### src/mem_pkg.sv
package mem_pkg;

    // default sizes, overridden from the top level
    localparam int cache_lines = 16;
    localparam int refill_latency = 4;
    localparam int fifo_depth = 4;

    // word address of the serial data port, matched on bits 25:0
    localparam logic [25:0] uart_addr = 26'h3fffffc;

    // operation carried by each request
    typedef enum logic [1:0] {
        op_nop   = 2'd0,
        op_alu   = 2'd1,
        op_load  = 2'd2,
        op_store = 2'd3
    } mem_op_e;

    // refill controller states
    typedef enum logic [1:0] {
        st_idle = 2'd0,
        st_wait = 2'd1,
        st_fill = 2'd2
    } refill_state_e;

    // execute to memory request, 71 bits
    typedef struct packed {
        mem_op_e     op;
        // destination register
        logic [4:0]  rd;
        // effective address, or the ALU result for op_alu
        logic [31:0] addr;
        // store data, only the low byte matters for the serial port
        logic [31:0] wdata;
    } mem_req_t;

    // record handed to the register file, 38 bits
    typedef struct packed {
        logic [4:0]  rd;
        logic        regwrite;
        logic [31:0] data;
    } mem_wb_t;

endpackage

### src/dcache_array.sv
module dcache_array #(
    parameter int cache_lines = mem_pkg::cache_lines
) (
    input  logic        clk,
    input  logic        rstn,
    input  logic        rd,
    input  logic        wr,
    input  logic [31:0] addr,
    input  logic [31:0] wdata,
    input  logic        fill_en,
    input  logic [31:0] fill_data,
    output logic        hit,
    output logic [31:0] rdata
);

    localparam int idx_w = $clog2(cache_lines);
    localparam int tag_w = 30 - idx_w;

    logic [31:0] data_mem [cache_lines];
    logic [tag_w-1:0] tag_mem [cache_lines];
    logic [cache_lines-1:0] valid;

    logic [idx_w-1:0] idx;
    logic [tag_w-1:0] tag;

    // word address, byte offset dropped
    assign idx = addr[idx_w+1:2];
    assign tag = addr[31:idx_w+2];

    assign hit = (rd || wr) && valid[idx] && (tag_mem[idx] == tag);
    assign rdata = data_mem[idx];

    always_ff @(posedge clk) begin
        if (!rstn) begin
            valid <= '0;
        end else if (fill_en) begin
            valid[idx] <= 1'b1;
        end
    end

    always_ff @(posedge clk) begin
        if (fill_en) begin
            // refill replaces whatever line held this index
            data_mem[idx] <= fill_data;
            tag_mem[idx] <= tag;
        end else if (wr && hit) begin
            data_mem[idx] <= wdata;
        end
    end

endmodule

### src/dcache_ctrl.sv
module dcache_ctrl (
    input  logic clk,
    input  logic rstn,
    input  logic miss_req,
    input  logic timer_done,
    output logic timer_start,
    output logic bk_rd_en,
    output logic fill_en,
    output logic refill_busy
);

    mem_pkg::refill_state_e state;
    mem_pkg::refill_state_e state_next;

    always_ff @(posedge clk) begin
        if (!rstn) begin
            state <= mem_pkg::st_idle;
        end else begin
            state <= state_next;
        end
    end

    always_comb begin
        state_next = state;
        case (state)
            mem_pkg::st_idle: begin
                if (miss_req) begin
                    state_next = mem_pkg::st_wait;
                end
            end
            mem_pkg::st_wait: begin
                // backing memory word arrives with the next cycle
                if (timer_done) begin
                    state_next = mem_pkg::st_fill;
                end
            end
            mem_pkg::st_fill: begin
                state_next = mem_pkg::st_idle;
            end
            default: begin
                state_next = mem_pkg::st_idle;
            end
        endcase
    end

    // timer is loaded on the same edge that enters st_wait
    assign timer_start = (state == mem_pkg::st_idle) && miss_req;

    // read stays up until the line is written
    assign bk_rd_en = (state == mem_pkg::st_wait) || (state == mem_pkg::st_fill);
    assign fill_en = (state == mem_pkg::st_fill);
    assign refill_busy = (state != mem_pkg::st_idle);

endmodule

### src/mem_stage.sv
module mem_stage (
    input  logic             clk,
    input  logic             rstn,

    input  logic             req_valid,
    output logic             req_ready,
    input  mem_pkg::mem_req_t req,

    // data cache side
    output logic             cache_rd,
    output logic             cache_wr,
    output logic [31:0]      cache_addr,
    output logic [31:0]      cache_wdata,
    input  logic             hit,
    input  logic [31:0]      cache_rdata,
    output logic             miss_req,
    input  logic             refill_busy,
    output logic             bk_wr_en,

    // serial port fifos
    input  logic             rx_empty,
    input  logic [7:0]       rx_rdata,
    output logic             rx_pop,
    input  logic             tx_full,
    output logic             tx_push,
    output logic [7:0]       tx_wdata,

    output logic             wb_valid,
    output mem_pkg::mem_wb_t wb
);

    mem_pkg::mem_req_t req_q;
    logic occupied;
    logic is_uart;
    logic is_load;
    logic is_store;
    logic cache_load;
    logic done;

    // execute to memory register
    always_ff @(posedge clk) begin
        if (!rstn) begin
            occupied <= 1'b0;
        end else if (req_valid && req_ready) begin
            occupied <= 1'b1;
        end else if (done) begin
            occupied <= 1'b0;
        end
    end

    // payload only moves on a handshake
    always_ff @(posedge clk) begin
        if (req_valid && req_ready) begin
            req_q <= req;
        end
    end

    assign is_uart = (req_q.addr[25:0] == mem_pkg::uart_addr);
    assign is_load = occupied && (req_q.op == mem_pkg::op_load);
    assign is_store = occupied && (req_q.op == mem_pkg::op_store);
    assign cache_load = is_load && !is_uart;

    // everything not aimed at the serial port goes to the cache
    assign cache_rd = cache_load;
    assign cache_wr = is_store && !is_uart;
    assign cache_addr = req_q.addr;
    assign cache_wdata = req_q.wdata;

    // write-through, the backing store always sees the store
    assign bk_wr_en = cache_wr;

    // one request per refill, controller ignores it while busy
    assign miss_req = cache_load && !hit && !refill_busy;

    assign rx_pop = is_load && is_uart && !rx_empty;
    assign tx_push = is_store && is_uart && !tx_full;
    assign tx_wdata = req_q.wdata[7:0];

    // can the held request finish this cycle
    always_comb begin
        done = 1'b0;
        if (occupied) begin
            case (req_q.op)
                mem_pkg::op_load:  done = is_uart ? !rx_empty : hit;
                mem_pkg::op_store: done = is_uart ? !tx_full : 1'b1;
                default:           done = 1'b1;
            endcase
        end
    end

    assign req_ready = !occupied || done;

    // writeback select
    always_comb begin
        wb.rd = req_q.rd;
        wb.regwrite = (req_q.op == mem_pkg::op_alu) || (req_q.op == mem_pkg::op_load);
        if (req_q.op == mem_pkg::op_load) begin
            wb.data = is_uart ? {24'b0, rx_rdata} : cache_rdata;
        end else begin
            wb.data = req_q.addr;
        end
    end

    assign wb_valid = done;

endmodule

### src/mem_subsys_top.sv
module mem_subsys_top #(
    parameter int cache_lines = mem_pkg::cache_lines,
    parameter int refill_latency = mem_pkg::refill_latency,
    parameter int fifo_depth = mem_pkg::fifo_depth
) (
    input  logic             clk,
    input  logic             rstn,

    input  logic             req_valid,
    output logic             req_ready,
    input  mem_pkg::mem_req_t req,

    output logic             wb_valid,
    output mem_pkg::mem_wb_t wb,

    // backing memory
    output logic             bk_rd_en,
    output logic             bk_wr_en,
    output logic [31:0]      bk_addr,
    output logic [31:0]      bk_wdata,
    input  logic [31:0]      bk_rdata,

    // serial port
    input  logic             rx_push,
    input  logic [7:0]       rx_data,
    output logic             rx_full,
    input  logic             tx_pop,
    output logic [7:0]       tx_data,
    output logic             tx_empty
);

    logic cache_rd;
    logic cache_wr;
    logic [31:0] cache_addr;
    logic [31:0] cache_wdata;
    logic hit;
    logic [31:0] cache_rdata;
    logic miss_req;
    logic refill_busy;
    logic fill_en;
    logic timer_start;
    logic timer_done;
    logic rx_empty;
    logic [7:0] rx_rdata;
    logic rx_pop;
    logic tx_full;
    logic tx_push;
    logic [7:0] tx_wdata;

    // both reads and write-through stores use the stage address
    assign bk_addr = cache_addr;
    assign bk_wdata = cache_wdata;

    mem_stage u_stage (
        .clk         (clk),
        .rstn        (rstn),
        .req_valid   (req_valid),
        .req_ready   (req_ready),
        .req         (req),
        .cache_rd    (cache_rd),
        .cache_wr    (cache_wr),
        .cache_addr  (cache_addr),
        .cache_wdata (cache_wdata),
        .hit         (hit),
        .cache_rdata (cache_rdata),
        .miss_req    (miss_req),
        .refill_busy (refill_busy),
        .bk_wr_en    (bk_wr_en),
        .rx_empty    (rx_empty),
        .rx_rdata    (rx_rdata),
        .rx_pop      (rx_pop),
        .tx_full     (tx_full),
        .tx_push     (tx_push),
        .tx_wdata    (tx_wdata),
        .wb_valid    (wb_valid),
        .wb          (wb)
    );

    dcache_ctrl u_ctrl (
        .clk         (clk),
        .rstn        (rstn),
        .miss_req    (miss_req),
        .timer_done  (timer_done),
        .timer_start (timer_start),
        .bk_rd_en    (bk_rd_en),
        .fill_en     (fill_en),
        .refill_busy (refill_busy)
    );

    refill_timer #(
        .refill_latency (refill_latency)
    ) u_timer (
        .clk   (clk),
        .rstn  (rstn),
        .start (timer_start),
        .done  (timer_done)
    );

    dcache_array #(
        .cache_lines (cache_lines)
    ) u_cache (
        .clk       (clk),
        .rstn      (rstn),
        .rd        (cache_rd),
        .wr        (cache_wr),
        .addr      (cache_addr),
        .wdata     (cache_wdata),
        .fill_en   (fill_en),
        .fill_data (bk_rdata),
        .hit       (hit),
        .rdata     (cache_rdata)
    );

    // receive side, filled from outside
    mmio_fifo #(
        .fifo_depth (fifo_depth)
    ) u_rx (
        .clk   (clk),
        .rstn  (rstn),
        .push  (rx_push),
        .wdata (rx_data),
        .pop   (rx_pop),
        .rdata (rx_rdata),
        .empty (rx_empty),
        .full  (rx_full)
    );

    // transmit side, drained from outside
    mmio_fifo #(
        .fifo_depth (fifo_depth)
    ) u_tx (
        .clk   (clk),
        .rstn  (rstn),
        .push  (tx_push),
        .wdata (tx_wdata),
        .pop   (tx_pop),
        .rdata (tx_data),
        .empty (tx_empty),
        .full  (tx_full)
    );

endmodule

### src/mmio_fifo.sv
module mmio_fifo #(
    parameter int fifo_depth = mem_pkg::fifo_depth
) (
    input  logic       clk,
    input  logic       rstn,
    input  logic       push,
    input  logic [7:0] wdata,
    input  logic       pop,
    output logic [7:0] rdata,
    output logic       empty,
    output logic       full
);

    localparam int ptr_w = (fifo_depth > 1) ? $clog2(fifo_depth) : 1;
    localparam int cnt_w = $clog2(fifo_depth + 1);

    logic [7:0] mem [fifo_depth];
    logic [ptr_w-1:0] wr_ptr;
    logic [ptr_w-1:0] rd_ptr;
    logic [cnt_w-1:0] count;
    logic do_push;
    logic do_pop;

    assign empty = (count == '0);
    assign full = (count == cnt_w'(fifo_depth));

    // overflow and underflow are dropped
    assign do_push = push && !full;
    assign do_pop = pop && !empty;

    // head of the queue is always visible
    assign rdata = mem[rd_ptr];

    always_ff @(posedge clk) begin
        if (!rstn) begin
            wr_ptr <= '0;
            rd_ptr <= '0;
            count <= '0;
        end else begin
            if (do_push) begin
                wr_ptr <= (wr_ptr == ptr_w'(fifo_depth - 1)) ? '0 : wr_ptr + 1'b1;
            end
            if (do_pop) begin
                rd_ptr <= (rd_ptr == ptr_w'(fifo_depth - 1)) ? '0 : rd_ptr + 1'b1;
            end
            if (do_push && !do_pop) begin
                count <= count + 1'b1;
            end else if (do_pop && !do_push) begin
                count <= count - 1'b1;
            end
        end
    end

    always_ff @(posedge clk) begin
        if (do_push) begin
            mem[wr_ptr] <= wdata;
        end
    end

endmodule

### src/refill_timer.sv
module refill_timer #(
    parameter int refill_latency = mem_pkg::refill_latency
) (
    input  logic clk,
    input  logic rstn,
    input  logic start,
    output logic done
);

    localparam int cnt_w = $clog2(refill_latency + 1);

    logic [cnt_w-1:0] count;

    always_ff @(posedge clk) begin
        if (!rstn) begin
            count <= '0;
        end else if (start) begin
            count <= cnt_w'(refill_latency);
        end else if (count != '0) begin
            count <= count - 1'b1;
        end
    end

    // last cycle of the wait
    assign done = (count == cnt_w'(1));

endmodule

### config.mk
export PLATFORM = sky130hd
export DESIGN_NAME = mem_subsys_top
export DESIGN_NICKNAME = d
export VERILOG_FILES = /design/src/mem_pkg.sv /design/src/dcache_array.sv /design/src/dcache_ctrl.sv /design/src/mem_stage.sv /design/src/mem_subsys_top.sv /design/src/mmio_fifo.sv /design/src/refill_timer.sv
export SDC_FILE = /design/constraint.sdc
export NUM_CORES = 1
export LEC_CHECK = 0
export ABC_AREA = 1
export BUFFER_PORTS_ARGS = -buffer_cell sky130_fd_sc_hd__buf_2
export CELL_PAD_IN_SITES_DETAIL_PLACEMENT = 1
export CELL_PAD_IN_SITES_GLOBAL_PLACEMENT = 1
export CORE_UTILIZATION = 45
export DETAILED_ROUTE_END_ITERATION = 7
export HOLD_SLACK_MARGIN = 0.1
export PLACE_DENSITY_LB_ADDON = 0.1
export SETUP_SLACK_MARGIN = 0.15
export SLEW_MARGIN = 20
export SYNTH_ARGS = -nofsm -noshare
export SYNTH_HDL_FRONTEND = slang
export SYNTH_SLANG_ARGS = --single-unit
### constraint.sdc
create_clock -name clk -period 4.88 [get_ports clk]
set_input_delay 0.732 -clock clk [delete_from_list [all_inputs] [get_ports clk]]
set_output_delay 0.732 -clock clk [all_outputs]
set_load 0.005 [all_outputs]
==> results of run 1 <==
==> layout make-up <==
type,count,area (um2)
Timing Repair inverter,2,27.5
Antenna cell,2,5.00
Timing Repair Buffer,347,2520
Fill cell,10276,47700
Multi-Input combinational cell,2223,10900
Clock buffer,139,3030
Clock inverter,79,808
Tap cell,1357,1700
Sequential cell,1107,32800
Inverter,280,1090
==> state kept, by name, summed over array words and instances, names as in the netlist, 3 cells and up, named ones only <==
register,flops
u_cache.data_mem,512
u_cache.tag_mem,416
u_rx.mem,32
u_stage.cache_addr,32
u_stage.cache_wdata,32
u_tx.mem,32
u_cache.valid,16
u_stage.wb,5
u_rx.count,3
u_timer.count,3
u_tx.count,3
==> layer usage <==
metal,vias to the layer above,part of all wire
met2,970,0.48
met4,2,0.031
li1,14043,-
met1,15961,0.44
met3,225,0.050
met5,-,0.000090
==> metrics by stage <==
stage	hold WS (ps)	cell area, um2
CTS	130	52600
floorplan	439	45900
detailed placement	456	48800
global route	146	52900
global placement	448	48800
finish	180	52900
==> placed cells by master, fill, tap and decap left out, types with 14 or more instances in the layout <==
cell / Yosys / layout
edfxtp_1: 1063 / 1063
nand2_1: 911 / 910
nand3_1: 289 / 289
nor2_1: 293 / 277
inv_1: 277 / 273
buf_2: 50 / 231
a21oi_1: 244 / 228
o21ai_0: 168 / 168
clkbuf_16: 0 / 121
buf_4: 84 / 79
a22oi_1: 49 / 49
o21a_1: 47 / 47
dfxtp_1: 44 / 40
o211ai_1: 34 / 34
clkinv_1: 2 / 30
a221oi_1: 27 / 27
clkinv_2: 0 / 26
buf_12: 0 / 26
o311ai_0: 25 / 25
o22ai_1: 24 / 24
o221ai_1: 23 / 23
clkbuf_1: 132 / 21
ha_1: 20 / 19
o21ai_1: 18 / 18
nor2_4: 0 / 16
a21oi_4: 0 / 16
bufinv_16: 0 / 14
==> worst reg2reg max path, stage by stage, from the launching register on <==
cell and delay, ps:
dfxtp_4 380, buf_16 470, nand3_1 570, nand3_1 190, nand3_1 100, nand2_1 210, nand2_1 110, nor2_1 110
nand2_1 60, nor2_1 120, nand2_2 180, nor3b_4 260, buf_12 340, o21a_1 600
==> worst paths after layout <==
kind,start,end,slack [ps],depth (start not counted)
hold / removal,req[27],u_stage.cache_wdata[27],180,1
setup / recovery,u_stage.cache_addr[19],wb[25],300,12
hold reg to reg,u_rx.rd_ptr[1],u_rx.rd_ptr[1],470,2
setup reg to reg,flip-flop,u_cache.data_mem[11][9],900,13
==> timing repair <==
action / CTS / global route
setup endpoints to repair: 2 / 7
buffers inserted: 0 / 7
endpoints found under the hold margin: 0 / 0
gates cloned: 0 / 5
resized for setup: 2 / 10
==> logic make-up after synthesis <==
kind of cell / after synthesis
adder cells (fa/ha/maj): 22
AO/OA/AOI/OAI: 680
flip-flops: 1107
XOR/XNOR: 2
AND/OR/NAND/NOR: 1519
buffers and inverters: 567
==> where the power goes <==
part,internal [mW],switching [mW]
registers,10.6,0.116
clock network,5.17,3.77
logic,0.680,1.57
==> results_dict.tcl, run 1 <==
set metrics [dict create \
    outcome "completed" \
    wl_per_cell_um 25.9 \
    core_um2 101000 \
    synth_top_area_frac 0.695 \
    critical_path_peak_fanout 19 \
    cp_slowest_cell "nor3_1" \
    initial_utilization 0.456 \
    final_hold_viol_count 0 \
    synthAdderAreaFrac 0.00632 \
    syn-num-nets 4035 \
    ys_top_cells_by_area "edfxtp_1 70%, nand2_1 7.5%, nand3_1 3.2%, a21oi_1 2.7%, nor2_1 2.4%" \
    cts_tree "built" \
    cts_root_buf "clkbuf_16" \
    drc_errors 0 \
    ys.flop_type "edfxtp_1" \
    grt_pass1_wl_mm 208 \
    cts_buffer_depth 3 \
    busiest_layer "met2" \
    clk_latency_ps 730 \
    max_stage_delay_ps 440 \
    cts_buffers 116 \
    seq_area_frac_synth 0.715 \
    min_path_type "input pin to flip-flop" \
    final_cells 5536 \
    cp_data_arrival_time_ps 3850 \
    die_w_um 321 \
    fin_crit_ps 4580 \
    io_buffers 231 \
    place_ws_ps 747 \
    power_per_cell_area_nw_per_um2 414 \
    grt_usage 0.274 \
    yosys.area_share.simple 0.133 \
    synth_edf_count 1063 \
    synth-async-reset-ratio 0 \
    synthMuxAreaShare 0 \
    crit_chain "buf_4 -> inv_1 -> nor3_1 -> nand2_1 -> nor2_1 -> nand2_1 -> nand2_1 -> inv_1 -> buf_4 -> nand3_1 -> o21ai_0 -> buf_2" \
    end_kind "output pin" \
    relSlewSlack 0.237 \
    vias 31201 \
    synth_commonest_cells "1063 x edfxtp_1, 911 x nand2_1, 293 x nor2_1, 289 x nand3_1, 277 x inv_1" \
    cts.htree.levels 3 \
    gp_congestion 0.845 \
    antenna_found_initial 8 \
    nets 4215 \
    critPathMostFrequentCell "nand2_1" \
    ioPinCount 232 \
    period_share 0.938 \
    wirelength_mm 144 \
    vdd_drop_max_uv 307 \
    ant_nets 0 \
    avgSynthCellArea_um2 11.8 \
    synthXorXnorAreaFrac 0.000382 \
    worst-slew-pin-transition_ps 1140 \
    cp_num_buf_inv 5 \
    synth_top_family_by_area "simple AND/OR/NAND/NOR gates" \
    power_mw 21.9 \
    vias_per_cell 5.64 \
    skew_ps 37.0 \
    worstPathRequired_ps 4150 \
    cp_top_family "simple AND/OR/NAND/NOR gates" \
    globalRouteMet1Util 0.376 \
    drv_slew 0 \
    cts.clk_slew.worst_paths_ps 60 \
    cts_hold_buf 0 \
    setup_violations 0 \
    ys_warn_count 0 \
    tns_ps 0 \
    setup_ws_ps 302 \
    fmax_mhz 218 \
    die_area_um2 103000 \
    synth_top_area_cell "edfxtp_1" \
    max-cap-violations 0 \
    critPathKind "flip-flop to output pin" \
    syn2layout_area_growth_pct 15.2 \
    final_core_util 0.525 \
    drive_gt1_frac 0.135 \
    syn_area_um2 45900 \
    grtUsageMet2 0.457 \
    drtPass1Iterations 5 \
    clock_sinks 1107 \
    grt_max_degree 150 \
    ys_types 39 \
    yosysMostFrequentCell "edfxtp_1" \
    grt_use_met3 0.0322 \
    ys_seq_elements 1107 \
    power.leakage_nw 19.4 \
    placedCellCount 5303 \
    synth-compound-area-share 0.0896 \
    die_h_um 321 \
    cp-start-kind "flip-flop" \
    drtIter0Drc 2504 \
    hpwl_mm 80.7 \
    grt_overflow 0 \
    placementRows 116 \
    rsz0062_at_grt "no" \
    grt_pass1_vias 31766 \
    synthCells 3897 \
]
Note: power is estimated with default switching activity, not from simulation.
==> run 2: changes to the inputs <==
- CORE_UTILIZATION: 45 -> 50
==> results_dict.tcl, run 2 (synthesized netlist as in run 1, its figures left out) <==
set metrics [dict create \
    outcome "completed" \
    vias 31475 \
    cts.htree.levels 3 \
    largest_reg_flops 512 \
    min_path_type "input pin to flip-flop" \
    drc_errors 0 \
    worstPathRequired_ps 4150 \
    skew_ps 30.7 \
    power_mw 22.0 \
    grt_overflow 0 \
    grt_max_degree 169 \
    relSlewSlack 0.246 \
    die_area_um2 93000 \
    period_share 0.948 \
    antenna_found_initial 3 \
    crit_chain "inv_8 -> buf_12 -> a21oi_1 -> a22oi_1 -> nand2_1 -> o311a_1 -> o32ai_1 -> buf_2" \
    final_hold_viol_count 0 \
    design_area_um2 52500 \
    drv_slew 0 \
    place_ws_ps 638 \
    cts_hold_buf 0 \
    cts_buffer_depth 3 \
    clock_sinks 1107 \
    cp-start-kind "flip-flop" \
    placedCellCount 5119 \
    max_stage_delay_ps 620 \
    final_common_cell "edfxtp_1" \
    setup_ws_ps 254 \
    grt_pass1_wl_mm 211 \
    io_buffers 231 \
    fmax_mhz 216 \
    setup_violations 0 \
    die_w_um 305 \
    fin_crit_ps 4630 \
    drive_gt1_frac 0.136 \
    drtIter0Drc 2830 \
    grt_usage 0.306 \
    cts_buffers 117 \
    critical_path_peak_fanout 142 \
    cts.clk_slew.worst_paths_ps 70 \
    cts_tree "built" \
    syn2layout_area_growth_pct 14.5 \
    num_antenna_cells 0 \
    gp_congestion 0.863 \
    placementRows 110 \
    clk_latency_ps 720 \
    wirelength_mm 143 \
    dpl_cell_area_um2 48500 \
    top_register "u_cache.data_mem" \
    layout_common_cells "1063 x edfxtp_1, 910 x nand2_1, 289 x nand3_1" \
    ioPinCount 232 \
    nets 4202 \
    tns_ps 0 \
    cp_data_arrival_time_ps 3890 \
    hpwl_mm 79.4 \
    power_per_cell_area_nw_per_um2 420 \
    rsz0062_at_grt "yes" \
    cp_slowest_cell "o32ai_1" \
    initial_utilization 0.508 \
    final_cells 5343 \
    critPathKind "flip-flop to output pin" \
    wl_per_cell_um 26.7 \
    worst-slew-pin-transition_ps 1130 \
    cts_root_buf "clkbuf_16" \
    vdd_drop_max_uv 313 \
    drtPass1Iterations 5 \
    die_h_um 305 \
    core_um2 90400 \
    ant_nets 0 \
    grt_pass1_vias 33038 \
    end_kind "output pin" \
    power.leakage_nw 19.4 \
    reg.largest.list "u_cache.data_mem x512, u_cache.tag_mem x416" \
    max-cap-violations 0 \
    vias_per_cell 5.89 \
]
## run 2: stage by stage
stage / hold WS [ps] / util
2_1_floorplan: 439 / -
3_3_place_gp: 450 / 0.536
3_5_place_dp: 456 / 0.536
4_1_cts: 154 / 0.580
5_1_grt: 159 / 0.581
6_report: 190 / 0.581
## run 2: final cells by class
type | instances | area [um2]
Multi-Input combinational cell | 2223 | 10900
Timing Repair Buffer | 335 | 2350
Clock buffer | 146 | 3140
Clock inverter | 76 | 812
Sequential cell | 1107 | 32800
Inverter | 280 | 1080
Tap cell | 1176 | 1470
Fill cell | 9159 | 37900
## run 2: worst max-delay path: cells and delay by family, from the launching register on
kind	cells	cell delay [ps]
compound gates	4	1080
buf+inv	3	1340
flops	1	380
simple gates	1	100
## run 2: where the power goes
part | switching (mW) | internal [mW] | total, mW
Combinational | 1.56 | 0.666 | 2.22
Sequential | 0.124 | 10.6 | 10.7
Clock | 3.82 | 5.32 | 9.14
## run 2: repair_timing
item | in CTS | in global routing
gates cloned | 1 | 1
resized for setup | 3 | 5
hold endpoints to repair | 0 | 0
setup buffers | 0 | 0
setup endpoints to repair | 4 | 18
## run 2: path summary, 6_finish.rpt
kind	start	to	slack [ps]	depth (start not counted)
min reg2reg	u_cache.valid[0]	u_cache.valid[0]	480	1
max	flip-flop	wb[26]	250	8
max reg2reg	flip-flop	u_cache.data_mem[10][24]	780	16
min	req[39]	u_stage.cache_addr[7]	190	1
## run 2: routing by layer
layer	part of all wire	up-vias	GRT usage
met5	0.000091	-	0
met4	0.035	2	0.110
met3	0.060	258	0.0438
met2	0.50	1116	0.524
met1	0.41	16075	0.399
li1	-	14024	-
